**src/riscv_em_pkg.sv**
```systemverilog
package riscv_em_pkg;

    // Vector types that carry a meaning across the memory stage.
    typedef logic [63:0] dword_t;      // Data, address or immediate value.
    typedef logic [4:0]  regaddr_t;    // Destination register number.
    typedef logic [6:0]  opcode_t;     // Major opcode of the instruction.
    typedef logic [1:0]  resultsrc_t;  // Writeback source select.
    typedef logic [1:0]  storesrc_t;   // Store size.
    typedef logic [2:0]  memext_t;     // Load kind, same encoding as load funct3.
    typedef logic [7:0]  byte_en_t;    // One enable per byte lane.
    typedef logic [7:0]  dmem_idx_t;   // Doubleword index into the data memory.

    // Major opcode of the STORE group.
    localparam opcode_t OPCODE_STORE = 7'b0100011;

    // Writeback source codes.
    localparam resultsrc_t RESULT_ALU     = 2'd0;
    localparam resultsrc_t RESULT_LOAD    = 2'd1;
    localparam resultsrc_t RESULT_PCPLUS4 = 2'd2;
    localparam resultsrc_t RESULT_IMM     = 2'd3;

    // Store sizes, matching store funct3.
    localparam storesrc_t STORE_B = 2'd0;
    localparam storesrc_t STORE_H = 2'd1;
    localparam storesrc_t STORE_W = 2'd2;
    localparam storesrc_t STORE_D = 2'd3;

    // Load kinds, matching load funct3.
    localparam memext_t LOAD_B  = 3'd0;
    localparam memext_t LOAD_H  = 3'd1;
    localparam memext_t LOAD_W  = 3'd2;
    localparam memext_t LOAD_D  = 3'd3;
    localparam memext_t LOAD_BU = 3'd4;
    localparam memext_t LOAD_HU = 3'd5;
    localparam memext_t LOAD_WU = 3'd6;

    // Data memory size in doublewords.
    localparam int DMEM_DEPTH = 256;

endpackage

```
**src/riscv_em_store_align.sv**
```systemverilog
module riscv_em_store_align
(
    input  riscv_em_pkg::opcode_t   i_riscv_em_opcode_m,
    input  riscv_em_pkg::storesrc_t i_riscv_em_storesrc_m,
    input  riscv_em_pkg::dword_t    i_riscv_em_addr_m,
    input  riscv_em_pkg::dword_t    i_riscv_em_storedata_m,
    output logic                    o_riscv_em_memwe,
    output riscv_em_pkg::byte_en_t  o_riscv_em_byte_en,
    output riscv_em_pkg::dword_t    o_riscv_em_wdata
);

    import riscv_em_pkg::*;

    logic [2:0] byte_off;                   // Byte offset inside the doubleword.
    byte_en_t   size_mask;                  // Lanes covered by the store, from lane 0.

    assign byte_off = i_riscv_em_addr_m[2:0];

    // The opcode alone marks a store; no separate memory-write flag is carried.
    assign o_riscv_em_memwe = (i_riscv_em_opcode_m == OPCODE_STORE);

    always_comb
    begin
        case (i_riscv_em_storesrc_m)
            STORE_B: size_mask = 8'b0000_0001;
            STORE_H: size_mask = 8'b0000_0011;
            STORE_W: size_mask = 8'b0000_1111;
            STORE_D: size_mask = 8'b1111_1111;
            default: size_mask = 8'b0000_0000;
        endcase
    end

    // Naturally aligned accesses never push lanes past bit 7.
    assign o_riscv_em_byte_en = size_mask << byte_off;

    // Low bytes of the store data move up to the addressed lanes.
    assign o_riscv_em_wdata = i_riscv_em_storedata_m << {byte_off, 3'b000};

endmodule

```
**config.mk**
```make
export PLATFORM = sky130hd
export DESIGN_NAME = riscv_em_store_align
export DESIGN_NICKNAME = d
export VERILOG_FILES = /design/src/riscv_em_pkg.sv /design/src/riscv_em_store_align.sv
export SDC_FILE = /design/constraint.sdc
export NUM_CORES = 1
export LEC_CHECK = 0
export ABC_AREA = 1
export ABC_CLOCK_PERIOD_IN_PS = 900
export BUFFER_PORTS_ARGS = -buffer_cell sky130_fd_sc_hd__buf_4
export CORE_MARGIN = 5
export CORE_UTILIZATION = 38
export DETAILED_ROUTE_END_ITERATION = 8
export PLACE_DENSITY = 0.94
export SLEW_MARGIN = 25
export SYNTH_ARGS = -nofsm -noshare
export SYNTH_HDL_FRONTEND = slang
export SYNTH_SLANG_ARGS = --single-unit
```
**constraint.sdc**
```tcl
create_clock -name vclk -period 0.9
set_input_delay 0.045 -clock vclk [all_inputs]
set_output_delay 0.045 -clock vclk [all_outputs]
set_load 0.02 [all_outputs]
```
; Word-level counts from Yosys, hierarchy flattened
; Cells that the tools add are included.
[totals]
register_bits = 0
inputBits = 137
[classes]
n_eq_ne = 4
shifts = 2
n_mux = 1
reduce_logical = 1
[op_table]
columns = op, count
row1 = $shl 64x6->64, 1
row2 = $pmux 8 s4, 1
row3 = $shl 8x3->8, 1
row4 = $eq 7x6->1 const B, 1
row5 = $eq 2x2->1 const B, 2
row6 = $eq 2x1->1 const B, 1
row7 = $logic_not 2->1, 1

; Logic depth before layout (Yosys ltp)
[logic_depth]
depth_word = 3
mapped_depth = 7

; Worst setup path after synthesis
; No wires, ideal clock.
[synth_timing]
path_kind = in2out
startpoint = input port i_riscv_em_addr_m[1]
endpoint = output port o_riscv_em_byte_en[2]
arrival_ps = 874
t_required_ps = 855
setup_slack_ps = -19
stages = 5
cell_sequence = buf_2 > inv_4 > buf_2 > nand2_1 > a21oi_1
[synth_between]
elab_chain_len = 1
[synth_rtl]
columns = element, line
row1 = "start, declared", riscv_em_store_align.sv:5  ; input riscv_em_pkg::dword_t i_riscv_em_addr_m,
row2 = $shl 8x3->8, riscv_em_store_align.sv:34  ; assign o_riscv_em_byte_en = size_mask << byte_off;
row3 = "end, declared", riscv_em_store_align.sv:8  ; output riscv_em_pkg::byte_en_t o_riscv_em_byte_en,
; No other way between the ends.

; Worst setup path after layout
[layout_timing]
startpoint = input port i_riscv_em_addr_m[0]
endpoint = output port o_riscv_em_wdata[53]
[layout_between]
elab_chain_len = 1
[layout_rtl]
columns = element, line
row1 = $shl 64x6->64, riscv_em_store_align.sv:37  ; assign o_riscv_em_wdata = i_riscv_em_storedata_m << {byte_off, 3'b000};
row2 = "end, declared", riscv_em_store_align.sv:9  ; output riscv_em_pkg::dword_t o_riscv_em_wdata
; No other way between the ends.

==> results.toml <==
[synth]
synth-warning-count = 0
yosys.area_share.adder_pct = 0
netlist_instances = 479
yosys.area_share.xor_xnor_pct = 0
synthMuxAreaShare_pct = 0
synth_compound_area_share_pct = 2.89
yosysTopAreaCell = "nand2_1"
synth.top_cell.area_share_pct = 41.7
synth_cell_types = 16
syn_area_um2 = 2080
synth_area_per_cell_um2 = 4.34
yosys.area_share.simple_pct = 81.1
synth.net_count = 616
yosysSeqAreaShare_pct = 0
synth_top_family_by_area = "simple AND/OR/NAND/NOR gates"
synthTopCellsByArea = "nand2_1, nand3_1, inv_1"

[layout]
diodes = 0
nFillCells = 392
drive_above_1_share_pct = 42.9
regArea_um2 = 0
clock_buffers = 0
most-common-layout-cells = "nand2_1, buf_4, nand3_1"
finalNonFillerCells = 702
seq_cells = 0
synthToLayoutAreaGrowth_pct = 96.3
layout_commonest_cell = "nand2_1"
nets = 769

[routing]
drtPass1Iterations = 7
drt-initial-drc-count = 705
drt_drc_violations_left = 0
final_antenna_net_count = 0
wl_per_cell_um = 16.9
drt-total-wl_mm = 11.8
via_per_inst = 5.72
vias = 4018

[global_routing]
use_met1_pct = 41.3
use_met3_pct = 5.92
grt_util_all_layers_pct = 29.6
grt-busiest-layer = "met2"
grt_max_degree = 39
gr-usage-met2_pct = 46.9
grt_overflow = 0
grt_pass1_vias = 3645
grt_pass1_wl_mm = 17.7
antenna_found_initial = 0

[critical_path]
critical_path.max_stage_delay_ns = 0.24
cp_data_arrival_time_ns = 1.03
cp-start-kind = "input pin"
cp_cell_sequence = "buf_12, buf_12, nor2_4, nand2_2, nand2_2, nand2_1, nand2_1, buf_6"
slowest_stage = "nor2_4"
cp.required_ns = 0.85
critPathMaxFanout = 8
worstSetupPathType = "in2out"
end_kind = "primary output"

[timing]
setup_viol = 61
fin_ws_ns = -0.175
slew_headroom_pct = 82.4
period_share_pct = 119
rsz0062_at_grt = "true"
min_period_ns = 1.07
finalHoldViolCount = 0
whs_ns = 0.354
fmax_mhz = 931
maxSlewViolCount = 0
tightest_slew_ns = 0.264

[power_and_ir_drop]
p_leak_nw = 2.32
irDropWorstVdd_uv = 336
power_mw = 2.65
p_per_area_nw_per_um2 = 649

[floorplan]
die_h_um = 83.9
die_w_um = 83.9
rows = 27
design.core.area_um2 = 5410
initial_utilization_pct = 38.4
fp.dieArea_um2 = 7040
ioPinCount = 210

[place]
portBuffers = 149
place_hpwl_mm = 7.94
place.gp.congestion = 1.00
dp.cells = 691

[run_status]
status = "finished, violations left"
violations = "negative setup slack"

[hold_path]
hold_class = "in2out"

[flow_run]
maxCapViolCount = 0
[path summary, 6_finish.rpt]
check,startpoint,endpoint,slack (ns),cells after the start
setup / recovery,i_riscv_em_addr_m[0],o_riscv_em_wdata[53],-0.17,8
hold / removal,i_riscv_em_opcode_m[6],o_riscv_em_memwe,0.35,3
[cell type report]
cell class         instances  area, um2  share of cell area [%]
inverters                 33        146                    3.59
multi-input cells        413       2070                    50.8
well taps                 72       90.1                    2.21
repair buffers           183       1760                    43.2
repair inverters           1       8.76                   0.215
[cells by family (layout without fill, tap and decap cells)]
| group | after synthesis | in the layout |
|---|---|---|
| AOI/OAI and AO/OA | 12 | 12 |
| buffers and inverters | 67 | 217 |
| and+or+nand+nor | 400 | 401 |
[layer usage]
metal,routed length [um],up-vias
li1,-,1845
met1,4570,1735
met2,5240,386
met3,1700,52
met4,331,0
met5,0,-
[stage by stage]
step                      setup TNS, ns  utilization, %  worst slack, ns  cell area [um2]
after floorplan                       0               -         0.000561             2100
after global placement            -8.99            62.7           -0.243             3390
after detailed placement          -9.54            62.7           -0.221             3390
after CTS                         -2.16            72.2          -0.0916             3900
after global routing              -7.48            75.4           -0.183             4080
final                             -4.97            75.4           -0.175             4080
[critical path, delay by kind of cell]
kind,cells,cell delay (ns)
buffers and inverters,3,0.38
and+or+nand+nor,5,0.59
[what timing repair did]
item,4_1_cts,5_1_grt
setup endpoints to repair,71,70
buffers inserted,4,0
gates resized for setup,82,50
hold buffers,0,0
cloned,7,1
pin swaps,23,16
[cell usage after synthesis]
| library cell | count |
|---|---|
| nand3_1 | 137 |
| nor2_4 | 1 |
| inv_2 | 3 |
| inv_1 | 29 |
| buf_4 | 5 |
| nand4_1 | 1 |
| buf_6 | 5 |
| inv_4 | 1 |
| nand2_1 | 231 |
| clkbuf_1 | 3 |
| buf_2 | 18 |
| buf_1 | 3 |
| o21ai_1 | 1 |
| a21oi_1 | 11 |
| nor2_1 | 29 |
| nor3_1 | 1 |
[where the power goes]
part	leakage [nW]	total (mW)	switching (mW)	internal [mW]
Combinational	2.32	2.65	1.48	1.17
Clock	0	0	0	0
Sequential	0	0	0	0
Total	2.32	2.65	1.48	1.17
(Power assumes the default switching activity.)
