[src/riscv_em_pkg.sv]
package riscv_em_pkg;

    // Vector types that carry a meaning across the memory stage.
    typedef logic [63:0] dword_t;      // Data, address or immediate value.
    typedef logic [4:0]  regaddr_t;    // Destination register number.
    typedef logic [6:0]  opcode_t;     // Major opcode of the instruction.
    typedef logic [1:0]  resultsrc_t;  // Writeback source select.
    typedef logic [1:0]  storesrc_t;   // Store size.
    typedef logic [2:0]  memext_t;     // Load kind, same encoding as load funct3.
    typedef logic [7:0]  byte_en_t;    // One enable per byte lane.
    typedef logic [7:0]  dmem_idx_t;   // Doubleword index into the data memory.

    // Major opcode of the STORE group.
    localparam opcode_t OPCODE_STORE = 7'b0100011;

    // Writeback source codes.
    localparam resultsrc_t RESULT_ALU     = 2'd0;
    localparam resultsrc_t RESULT_LOAD    = 2'd1;
    localparam resultsrc_t RESULT_PCPLUS4 = 2'd2;
    localparam resultsrc_t RESULT_IMM     = 2'd3;

    // Store sizes, matching store funct3.
    localparam storesrc_t STORE_B = 2'd0;
    localparam storesrc_t STORE_H = 2'd1;
    localparam storesrc_t STORE_W = 2'd2;
    localparam storesrc_t STORE_D = 2'd3;

    // Load kinds, matching load funct3.
    localparam memext_t LOAD_B  = 3'd0;
    localparam memext_t LOAD_H  = 3'd1;
    localparam memext_t LOAD_W  = 3'd2;
    localparam memext_t LOAD_D  = 3'd3;
    localparam memext_t LOAD_BU = 3'd4;
    localparam memext_t LOAD_HU = 3'd5;
    localparam memext_t LOAD_WU = 3'd6;

    // Data memory size in doublewords.
    localparam int DMEM_DEPTH = 256;

endpackage

[src/riscv_em_ppreg.sv]
module riscv_em_ppreg
(
    input  logic                     i_riscv_em_clk,
    input  logic                     i_riscv_em_rst,
    input  logic                     i_riscv_em_en,          // High means stall.
    input  logic                     i_riscv_em_regw_e,
    input  riscv_em_pkg::resultsrc_t i_riscv_em_resultsrc_e,
    input  riscv_em_pkg::storesrc_t  i_riscv_em_storesrc_e,
    input  riscv_em_pkg::memext_t    i_riscv_em_memext_e,
    input  riscv_em_pkg::dword_t     i_riscv_em_pcplus4_e,
    input  riscv_em_pkg::dword_t     i_riscv_em_result_e,    // ALU result or memory address.
    input  riscv_em_pkg::dword_t     i_riscv_em_storedata_e,
    input  riscv_em_pkg::dword_t     i_riscv_em_imm_e,
    input  riscv_em_pkg::regaddr_t   i_riscv_em_rdaddr_e,
    input  riscv_em_pkg::opcode_t    i_riscv_de_opcode_e,
    output logic                     o_riscv_em_regw_m,
    output riscv_em_pkg::resultsrc_t o_riscv_em_resultsrc_m,
    output riscv_em_pkg::storesrc_t  o_riscv_em_storesrc_m,
    output riscv_em_pkg::memext_t    o_riscv_em_memext_m,
    output riscv_em_pkg::dword_t     o_riscv_em_pcplus4_m,
    output riscv_em_pkg::dword_t     o_riscv_em_result_m,
    output riscv_em_pkg::dword_t     o_riscv_em_storedata_m,
    output riscv_em_pkg::dword_t     o_riscv_em_imm_m,
    output riscv_em_pkg::regaddr_t   o_riscv_em_rdaddr_m,
    output riscv_em_pkg::opcode_t    o_riscv_de_opcode_m
);

    // A cleared register carries a bubble: no register write and no store.
    always_ff @(posedge i_riscv_em_clk or posedge i_riscv_em_rst)
    begin : em_ppreg_proc
        if (i_riscv_em_rst)
        begin
            o_riscv_em_regw_m      <= 1'b0;
            o_riscv_em_resultsrc_m <= '0;
            o_riscv_em_storesrc_m  <= '0;
            o_riscv_em_memext_m    <= '0;
            o_riscv_em_pcplus4_m   <= '0;
            o_riscv_em_result_m    <= '0;
            o_riscv_em_storedata_m <= '0;
            o_riscv_em_imm_m       <= '0;
            o_riscv_em_rdaddr_m    <= '0;
            o_riscv_de_opcode_m    <= '0;
        end
        else if (!i_riscv_em_en)                             // Stalled cycles keep the contents.
        begin
            o_riscv_em_regw_m      <= i_riscv_em_regw_e;
            o_riscv_em_resultsrc_m <= i_riscv_em_resultsrc_e;
            o_riscv_em_storesrc_m  <= i_riscv_em_storesrc_e;
            o_riscv_em_memext_m    <= i_riscv_em_memext_e;
            o_riscv_em_pcplus4_m   <= i_riscv_em_pcplus4_e;
            o_riscv_em_result_m    <= i_riscv_em_result_e;
            o_riscv_em_storedata_m <= i_riscv_em_storedata_e;
            o_riscv_em_imm_m       <= i_riscv_em_imm_e;
            o_riscv_em_rdaddr_m    <= i_riscv_em_rdaddr_e;
            o_riscv_de_opcode_m    <= i_riscv_de_opcode_e;
        end
    end

endmodule

[config.mk]
export PLATFORM = sky130hd
export DESIGN_NAME = riscv_em_ppreg
export DESIGN_NICKNAME = d
export VERILOG_FILES = /design/src/riscv_em_pkg.sv /design/src/riscv_em_ppreg.sv
export SDC_FILE = /design/constraint.sdc
export NUM_CORES = 1
export LEC_CHECK = 0
export BUFFER_PORTS_ARGS = -buffer_cell sky130_fd_sc_hd__buf_2
export CORE_AREA = 2 2 215 217
export CTS_BUF_LIST = sky130_fd_sc_hd__clkbuf_4
export DETAILED_ROUTE_END_ITERATION = 10
export DIE_AREA = 0 0 217 219
export PLACE_DENSITY = 0.53
export SLEW_MARGIN = 20
export SYNTH_ARGS = -nofsm -noshare
export SYNTH_HDL_FRONTEND = slang
export SYNTH_SLANG_ARGS = --single-unit
[constraint.sdc]
create_clock -name i_riscv_em_clk -period 7.4 [get_ports i_riscv_em_clk]
set_input_delay 0.37 -clock i_riscv_em_clk [delete_from_list [all_inputs] [get_ports i_riscv_em_clk]]
set_output_delay 0.37 -clock i_riscv_em_clk [all_outputs]
set_load 0.1 [all_outputs]
# Word-level counts from Yosys, hierarchy flattened

Index checks and enable logic that the tools add are counted.

Logic and storage cells: 10
Register bits: 276
Output and inout bits: 276
Bits of input ports: 279

# Depth between registers and ports, before layout

Word-level depth: 0
Gate-level depth with buffers: 4
Gate-level depth less buffers: 1

# Worst setup path after synthesis

No wires, ideal clock.

Kind: register to output
Start: register o_riscv_de_opcode_m[0]
End: output port o_riscv_de_opcode_m[0]
Cell stages (with the launch flop): 1
Arrival time: 0.898 ns
Slack: 6.132 ns
Buffers on the path: 0
Path through: dfrtp_1

RTL lines:

| element                | RTL line             | source |
|---|---|---|
| start, declared        | riscv_em_ppreg.sv:25 | `output riscv_em_pkg::opcode_t o_riscv_de_opcode_m` |
| start signal, assigned | riscv_em_ppreg.sv:55 | `o_riscv_de_opcode_m <= i_riscv_de_opcode_e;` |

No word-level cell between the ends.

# Final worst setup path

Start: register o_riscv_em_pcplus4_m[54]
End: output port o_riscv_em_pcplus4_m[54]

RTL lines:

| element                | RTL line             | source |
|---|---|---|
| start, declared        | riscv_em_ppreg.sv:20 | `output riscv_em_pkg::dword_t o_riscv_em_pcplus4_m,` |
| start signal, assigned | riscv_em_ppreg.sv:50 | `o_riscv_em_pcplus4_m <= i_riscv_em_pcplus4_e;` |

No word-level cell between the ends.

==> metrics.cfg <==
[grt]
grt_pass1_vias = 9565
overflow = 0
grt_start_max_net_pins = 141
grt_pass1_wl_um = 51700
grtUsageTotal = 0.139
antenna_found_initial = 2

[sta]
hold_viol = 0
rsz0062_at_grt = false
tightest_slew_ns = 0.976
final.setup.tns_ns = 0
timing.slew.headroom = 0.349
holdWs_ns = 0.156
max_clock_freq_ghz = 0.498
min_period_ns = 2.01
fin_worst_skew_ns = 0
report.final.slew_viol_count = 0
period_share = 0.271
finalSetupViolCount = 0

[clocking]
path_clk_slew_ns = 0.07
root_buffer = clkbuf_4
cts.sinks = 276
htreeDepth = 3
clock_path_buffers = 3
numCtsBuffers = 81
cts_tree = done
clock_latency_ns = 0.75

[logic_synthesis]
synth_compound_area_frac = 0
synth_seq_area_share = 0.614
synthDistinctLibCells = 6
synth-seq-cells = 276
yosys.area_share.xor_xnor = 0
synth_top_area_cell = dfrtp_1
synth_nets = 863
synthCells = 584
yosysWarnings = 0
yosys-top-cells-area = dfrtp_1 (61%), mux2_4 (32%), mux2_2 (3.6%)
syn-cell-area_um2 = 11200
synth.avg_cell_area_um2 = 19.3
synthMuxAreaShare = 0.356
yosys.area_share.simple = 0
synth.top_cell.area_share = 0.614
synthAdderAreaFrac = 0
synth_top_family_by_area = multiplexers

[setup_path]
ff2ff_setup_slack_ns = 6.58
path_max_fanout = 2
path_cells = buf_2
r2r_start = o_riscv_em_pcplus4_m[52]
critPathArrivalTime_ns = 1.64
max_stage_delay_ns = 0.47
cp.required_ns = 7.03
path_class = reg -> out
crit_path_end_kind = primary output
crit_buf_inv = 1
start_kind = flop
crit_slowest_cell = buf_2
r2r-end = o_riscv_em_pcplus4_m[52]
path_delay_family = buffers and inverters
r2r_cells = 1

[layout]
mostFrequentLayoutCells = buf_2 (553), dlygate4sd3_1 (277), dfrtp_1 (276)
drive_gt1_frac = 0.628
finalNonFillerCells = 2139
final_util = 0.407
layout_commonest_cell = buf_2
final_nets = 1753
area_delta_synth_final_pct = 63.1

[min_path]
hold_end = o_riscv_em_result_m[8]
hp-class = in -> reg
hold_path_depth = 2
hp-start = i_riscv_em_en

[detailed_routing]
drt-initial-drc-count = 316
viasPerCell = 3.96
drc = 0
routedWlPerCell_um = 15.8
drt_pass1_iterations = 4
vias = 8478
wirelength_um = 33800
ant_nets = 0

[power_and_ir_drop]
finalPower_w = 0.00504
irDropWorstVdd_mv = 0.184
leakagePower_nw = 9.35
pwr_density_cell_nw_per_um2 = 275

[die]
initial_core_util = 0.250
die_h_um = 219
dieArea_um2 = 47500
placementRows = 78
die_x_um = 217
ios = 555
core_region_area_um2 = 45100

[placed_design]
placed_cells = 1713
portBuffers = 554
gp_congestion = 0.765
dp_hpwl_um = 21200

[flow_run]
cap_violations = 0

[status]
status = complete, no violations

how the worst max path moves through the flow:
stage | startpoint | endpoint | depth (start not counted)
final | o_riscv_em_pcplus4_m[54] | o_riscv_em_pcplus4_m[54] | 1
after detailed placement | i_riscv_em_en | o_riscv_em_storedata_m[49] | 3
after global routing | o_riscv_em_pcplus4_m[54] | o_riscv_em_pcplus4_m[54] | 1
after CTS | o_riscv_em_pcplus4_m[54] | o_riscv_em_pcplus4_m[54] | 1
after floorplan | i_riscv_em_rst | o_riscv_de_opcode_m[0] | 1
after global placement | i_riscv_em_en | o_riscv_em_storedata_m[50] | 3
layer usage:
| metal | wire (µm) | global-route usage |
|---|---|---|
| met1 | 13000 | 0.154 |
| met2 | 16500 | 0.232 |
| met3 | 2920 | 0.0474 |
| met4 | 1360 | 0.0845 |
| met5 | 13 | 0 |
stage by stage:
step | cell area [µm²] | setup WS [ns]
final | 18300 | 5.39
after global routing | 18300 | 5.26
after CTS | 18300 | 5.23
after detailed placement | 14500 | 5.05
after global placement | 14500 | 5.08
after floorplan | 11300 | 3.38
layout make-up:
type	count	area, µm²
Antenna cell	1	2.50
Clock buffer	123	923
Clock inverter	24	92.6
Fill cell	4149	26700
Inverter	1	7.51
Multi-Input combinational cell	276	4010
Sequential cell	276	6910
Tap cell	600	751
Timing Repair Buffer	838	5650
sequential cells by signal, summed over array words and instances (netlist names):
register / cells
o_riscv_de_opcode_m: 7
o_riscv_em_storesrc_m: 2
o_riscv_em_regw_m: 1
o_riscv_em_result_m: 64
o_riscv_em_storedata_m: 64
o_riscv_em_rdaddr_m: 5
o_riscv_em_memext_m: 3
o_riscv_em_pcplus4_m: 64
o_riscv_em_resultsrc_m: 2
o_riscv_em_imm_m: 64
power breakdown:
group	internal, W	leakage, nW	switching [W]
Combinational	0.000466	5.51	0.00139
Clock	0.000758	0.616	0.000680
Sequential	0.00166	3.23	0.0000859
cells in the mapped netlist, drive strengths merged:
| cell type | instances |
|---|---|
| mux2 | 276 |
| buf | 31 |
| inv | 1 |
| dfrtp | 276 |
logic make-up (layout without fill, tap and decap cells):
logic type,after synthesis,after routing
buf+inv,32,986
flops,276,276
mux,276,276
other cells,0,1
timing repair:
action / 4_1_cts / 5_1_grt
buffers inserted: 0 / 0
hold endpoints to repair: 337 / 0
hold buffers: 277 / 0
resized for setup: 0 / 0
Note: power is estimated with default switching activity, not from simulation.
