File: config.mk
export PLATFORM = sky130hd
export DESIGN_NAME = riscv_em_load_ext
export DESIGN_NICKNAME = d
export VERILOG_FILES = /design/src/riscv_em_pkg.sv /design/src/riscv_em_load_ext.sv
export SDC_FILE = /design/constraint.sdc
export NUM_CORES = 1
export LEC_CHECK = 0
export BUFFER_PORTS_ARGS = -buffer_cell sky130_fd_sc_hd__buf_2
export CELL_PAD_IN_SITES_DETAIL_PLACEMENT = 1
export CELL_PAD_IN_SITES_GLOBAL_PLACEMENT = 1
export CORE_ASPECT_RATIO = 1.2
export CORE_MARGIN = 10
export CORE_UTILIZATION = 23
export DETAILED_ROUTE_END_ITERATION = 8
export PLACE_DENSITY = 0.8
export SLEW_MARGIN = 5
export SYNTH_ARGS = -nofsm -noshare
export SYNTH_HDL_FRONTEND = slang
export SYNTH_SLANG_ARGS = --single-unit
File: constraint.sdc
create_clock -name vclk -period 2.81
set_clock_uncertainty 0.05 [all_clocks]
set_input_delay 0.562 -clock vclk [all_inputs]
set_output_delay 0.562 -clock vclk [all_outputs]
set_load 0.02 [all_outputs]
File: src/riscv_em_pkg.sv
package riscv_em_pkg;

    // Vector types that carry a meaning across the memory stage.
    typedef logic [63:0] dword_t;      // Data, address or immediate value.
    typedef logic [4:0]  regaddr_t;    // Destination register number.
    typedef logic [6:0]  opcode_t;     // Major opcode of the instruction.
    typedef logic [1:0]  resultsrc_t;  // Writeback source select.
    typedef logic [1:0]  storesrc_t;   // Store size.
    typedef logic [2:0]  memext_t;     // Load kind, same encoding as load funct3.
    typedef logic [7:0]  byte_en_t;    // One enable per byte lane.
    typedef logic [7:0]  dmem_idx_t;   // Doubleword index into the data memory.

    // Major opcode of the STORE group.
    localparam opcode_t OPCODE_STORE = 7'b0100011;

    // Writeback source codes.
    localparam resultsrc_t RESULT_ALU     = 2'd0;
    localparam resultsrc_t RESULT_LOAD    = 2'd1;
    localparam resultsrc_t RESULT_PCPLUS4 = 2'd2;
    localparam resultsrc_t RESULT_IMM     = 2'd3;

    // Store sizes, matching store funct3.
    localparam storesrc_t STORE_B = 2'd0;
    localparam storesrc_t STORE_H = 2'd1;
    localparam storesrc_t STORE_W = 2'd2;
    localparam storesrc_t STORE_D = 2'd3;

    // Load kinds, matching load funct3.
    localparam memext_t LOAD_B  = 3'd0;
    localparam memext_t LOAD_H  = 3'd1;
    localparam memext_t LOAD_W  = 3'd2;
    localparam memext_t LOAD_D  = 3'd3;
    localparam memext_t LOAD_BU = 3'd4;
    localparam memext_t LOAD_HU = 3'd5;
    localparam memext_t LOAD_WU = 3'd6;

    // Data memory size in doublewords.
    localparam int DMEM_DEPTH = 256;

endpackage

File: src/riscv_em_load_ext.sv
module riscv_em_load_ext
(
    input  riscv_em_pkg::dword_t     i_riscv_em_rdata,
    input  riscv_em_pkg::dword_t     i_riscv_em_addr_m,
    input  riscv_em_pkg::dword_t     i_riscv_em_pcplus4_m,
    input  riscv_em_pkg::dword_t     i_riscv_em_imm_m,
    input  riscv_em_pkg::memext_t    i_riscv_em_memext_m,
    input  riscv_em_pkg::resultsrc_t i_riscv_em_resultsrc_m,
    output riscv_em_pkg::dword_t     o_riscv_em_wbdata
);

    import riscv_em_pkg::*;

    dword_t shifted;                        // Read data with the addressed byte in lane 0.
    dword_t load_val;                       // Extended load result.

    assign shifted = i_riscv_em_rdata >> {i_riscv_em_addr_m[2:0], 3'b000};

    always_comb
    begin
        case (i_riscv_em_memext_m)
            LOAD_B:  load_val = {{56{shifted[7]}}, shifted[7:0]};
            LOAD_H:  load_val = {{48{shifted[15]}}, shifted[15:0]};
            LOAD_W:  load_val = {{32{shifted[31]}}, shifted[31:0]};
            LOAD_D:  load_val = shifted;
            LOAD_BU: load_val = {56'd0, shifted[7:0]};
            LOAD_HU: load_val = {48'd0, shifted[15:0]};
            LOAD_WU: load_val = {32'd0, shifted[31:0]};
            default: load_val = shifted;             // Code 7 is not a valid load.
        endcase
    end

    // Writeback value for the later stages.
    always_comb
    begin
        case (i_riscv_em_resultsrc_m)
            RESULT_ALU:     o_riscv_em_wbdata = i_riscv_em_addr_m;
            RESULT_LOAD:    o_riscv_em_wbdata = load_val;
            RESULT_PCPLUS4: o_riscv_em_wbdata = i_riscv_em_pcplus4_m;
            RESULT_IMM:     o_riscv_em_wbdata = i_riscv_em_imm_m;
            default:        o_riscv_em_wbdata = i_riscv_em_addr_m;
        endcase
    end

endmodule

# Word level (Yosys, flattened, before mapping)
# Index checks and enable logic that the tools add are counted.
dict set report totals {
  ff_bits 0
  inputBits 261
  out_inout_bits 64
  wordCells 13
}
dict set report classes {
  eq_ne 8
  n_shift 1
  mux 2
  reduce_logical 2
}
# op count
set op_table {}
lappend op_table {{$pmux W64 S6} 1}
lappend op_table {{$pmux W64 S4} 1}
lappend op_table {{$shr A64 B6 Y64} 1}
lappend op_table {{$eq A3 B3 Y1 const B} 3}
lappend op_table {{$eq A2 B2 Y1 const B} 2}
lappend op_table {{$eq A3 B1 Y1 const B} 1}
lappend op_table {{$eq A3 B2 Y1 const B} 1}
lappend op_table {{$logic_not A3 Y1} 1}
lappend op_table {{$eq A2 B1 Y1 const B} 1}
lappend op_table {{$logic_not A2 Y1} 1}

# Depth between registers and ports, before layout
dict set report depth {
  ltp_word 3
  mapped_depth 10
  ltp_nobuf 6
}

# Least setup slack after synthesis
# Ideal clock, no wire load.
dict set report synth_timing {
  path_type {input-to-output}
  startpoint {input port i_riscv_em_addr_m[1]}
  endpoint {output port o_riscv_em_wbdata[35]}
  arrival_ns 2.397
  required_time_ns 2.198
  path_slack_ns -0.199
  path_stages 7
  path_buffers 1
  path_cell_list {buf_2 -> inv_1 -> mux4_2 -> nor4b_4 -> or2_4 -> a22oi_4 -> o21ai_0}
}
dict set report synth_between {
  elab_chain_len 3
}
# item line_no
set synth_lines {}
lappend synth_lines {{start, declared} riscv_em_load_ext.sv:4} ;# input riscv_em_pkg::dword_t i_riscv_em_addr_m,
lappend synth_lines {{$shr A64 B6 Y64} riscv_em_load_ext.sv:17} ;# assign shifted = i_riscv_em_rdata >> {i_riscv_em_addr_m[2:0], 3'b000};
lappend synth_lines {{$pmux W64 S6} riscv_em_load_ext.sv:21} ;# case (i_riscv_em_memext_m)
lappend synth_lines {{$pmux W64 S4} riscv_em_load_ext.sv:36} ;# case (i_riscv_em_resultsrc_m)
lappend synth_lines {{end, declared} riscv_em_load_ext.sv:9} ;# output riscv_em_pkg::dword_t o_riscv_em_wbdata
# No other way between the ends.

# Worst setup path in the final report
dict set report layout_timing {
  startpoint {input port i_riscv_em_addr_m[1]}
  endpoint {output port o_riscv_em_wbdata[34]}
}
# Same word-level chain as after synthesis.

==> metrics.md <==
| Metric | Value |
|---|---|
| Status | complete, but fails checks |
| Failing checks | negative setup slack |
| Commonest non-fill, non-tap cell in the layout | buf_2 |
| Fin crit period | 3.15 ns |
| Slew @ Worst Pin | 0.631 ns |
| Relative slew slack | 57.8% |
| Clk_buf instances | 0 |
| Multi-input gate area | 4310 um2 |
| Sequential cell count | 0 |
| DPL Wire Length | 22000 um |
| Hold crit path type | input port to output pin |
| Post-synthesis instance area | 3670 um2 |
| Chip width | 135 um |
| Vias | 6304 |
| Yosys cell types | 38 |
| Vias in the first global route | 7091 |
| Yosys warnings | 0 |
| Setup TNS | -13.40 ns |
| Routability cong. | 0.932 |
| Crit end category | output pin |
| Final Max Slew Viols | 0 |
| Sequential share of power | 0% |
| # fillers | 1950 |
| NetSw | 889 uW |
| PD cells | 215 nW/um2 |
| Clock power frac | 0% |
| Critical path fanouts, max | 6 |
| Die Span Y | 158 um |
| FP Rows | 50 |
| Mean Syn Cell Area | 6.76 um2 |
| DR pass1 iterations | 4 |
| Placed cell count | 1128 |
| Global-route wire length before repair | 41400 um |
| Die ar. | 21500 um2 |
| Final Hold Fails | 0 |
| Critical Path RT | 2.20 ns |
| WS Path Type | input port to output pin |
| Non-filler cells, final | 1180 |
| P_leak | 3.76 nW |
| IO Pins | 325 |
| Layout cells sized above 1 | 67.3% |
| Core Area | 15600 um2 |
| Tot Pwr | 1.75 mW |
| CP startpoint kind | input port |
| Initial antenna violation count | 9 |
| Routed WL | 29500 um |
| Comb pwr share | 100.0% |
| Drt drc | 0 |
| Hold Path Cell Cnt | 4 |
| Design Area, Final | 8130 um2 |
| Drt wl/cell | 25.0 um |
| Layout Area Growth over Synthesis | 121% |
| Register area | 0 um2 |
| Total of max-cap violations | 0 |
| Final setup viols | 61 |
| Remaining antenna violation count | 0 |
| RSZ-0062 raised after global routing | true |
| Buffers added on ports | 325 |
| Pint | 863 uW |
| Worst VDD drop | 0.107 mV |
| Worst EP arrival | 2.54 ns |
| Seq/Total Area, Yosys | 0% |
| Final worst path period share | 112% |
| Final WS setup | -0.344 ns |
| Largest net degree at the start of global routing | 39 |
| Drt initial violations | 361 |
| Placed inst area | 6580 um2 |
| Aggregate global-route resource usage | 24.4% |
| F_max | 317 MHz |
| Sw frac | 50.7% |
| Overflow after GRT | 0 |
| Commonest cells after routing, fill and taps aside | buf_2 (261), buf_4 (117), nor2_1 (76) |
| Post-Synthesis Net Count | 805 |
| Hold slack final | 1.40 ns |
| Vias/cell | 5.34 |
| Initial core utilization | 23.5% |
| Syn Inst Count | 544 |
| Fin nets | 1226 |
==> path summary, 6_finish.rpt <==
path / startpoint / endpoint / slack, ns
worst max-delay path: i_riscv_em_addr_m[1] / o_riscv_em_wbdata[34] / -0.34
worst min-delay path: i_riscv_em_imm_m[32] / o_riscv_em_wbdata[32] / 1.40
==> cell type report <==
class,instances,area share (%)
diodes,9,0.277
inverters,3,0.138
multi-input cells,484,53.0
well taps,208,3.20
repair buffers,476,43.4
==> Yosys cell counts (all sizes together) <==
master | instances | area share (%)
buf | 28 | 4.2
a31oi | 3 | 0.51
nand2b | 4 | 0.68
a22oi | 5 | 1.4
nor4b | 1 | 0.65
a211oi | 17 | 3.5
o21ai | 54 | 10
mux2i | 70 | 19
nor4 | 1 | 0.34
o221ai | 7 | 1.7
o32ai | 1 | 0.24
a2bb2oi | 1 | 0.24
and2b | 2 | 0.41
o22ai | 22 | 3.7
a32oi | 4 | 0.95
mux4 | 13 | 8.0
nand2 | 45 | 4.6
and2 | 2 | 0.34
nand4 | 1 | 0.17
o211ai | 9 | 1.8
or3 | 1 | 0.17
inv | 3 | 0.31
nor3 | 1 | 0.14
clkbuf | 29 | 3.0
nor2 | 80 | 8.2
nor2b | 13 | 2.2
a21oi | 80 | 11
nand3 | 6 | 0.82
or2 | 2 | 0.41
and3 | 3 | 0.51
mux2 | 29 | 8.9
a221oi | 7 | 1.7
==> power groups by stage <==
stage,logic [mW],clock network (mW),registers [mW]
2_1_floorplan,0.732,0,0
3_3_place_gp,1.31,0,0
3_5_place_dp,1.34,0,0
4_1_cts,1.66,0,0
5_1_grt,1.85,0.000000381,0
6_report,1.75,0.000000429,0
==> kinds of logic (layout without fill, tap and decap cells) <==
group | count (synthesis) | after routing | share of synthesized area (%)
and+or+nand+nor | 162 | 162 | 19.6
buffers and inverters | 60 | 479 | 7.42
AOI/OAI and AO/OA | 210 | 210 | 37.0
muxes | 112 | 112 | 35.9
other | 0 | 9 | 0
==> worst max-delay path, stage by stage <==
cell       delay [ns]
buf_4            0.14
or2_1            0.28
a211oi_2         0.44
nor4_4           0.09
or2_4            0.26
a22oi_4          0.21
buf_12           0.18
clkbuf_16        0.17
o21ai_4          0.05
buf_6            0.14
==> per-layer routing <==
metal,GRT usage [%],part of all wire (%)
met5,0,0.044
met4,6.37,3.4
met3,5.77,7.7
met2,47.3,53
met1,25.6,36
==> per-stage QoR <==
step	setup slack, ns	util [%]
after floorplan	-0.0432	-
after global placement	-0.292	42.1
after detailed placement	-0.360	42.1
after CTS	-0.338	50.1
after global routing	-0.378	52.0
final	-0.344	52.0
==> what timing repair did <==
| action | 4_1_cts | 5_1_grt |
|---|---|---|
| gates resized for setup | 237 | 61 |
| cloned | 7 | 1 |
| setup buffers | 31 | 11 |
| endpoints found under the setup margin | 63 | 64 |
| hold buffers | 0 | 0 |
| pin swaps | 35 | 22 |
(Power assumes the default switching activity.)
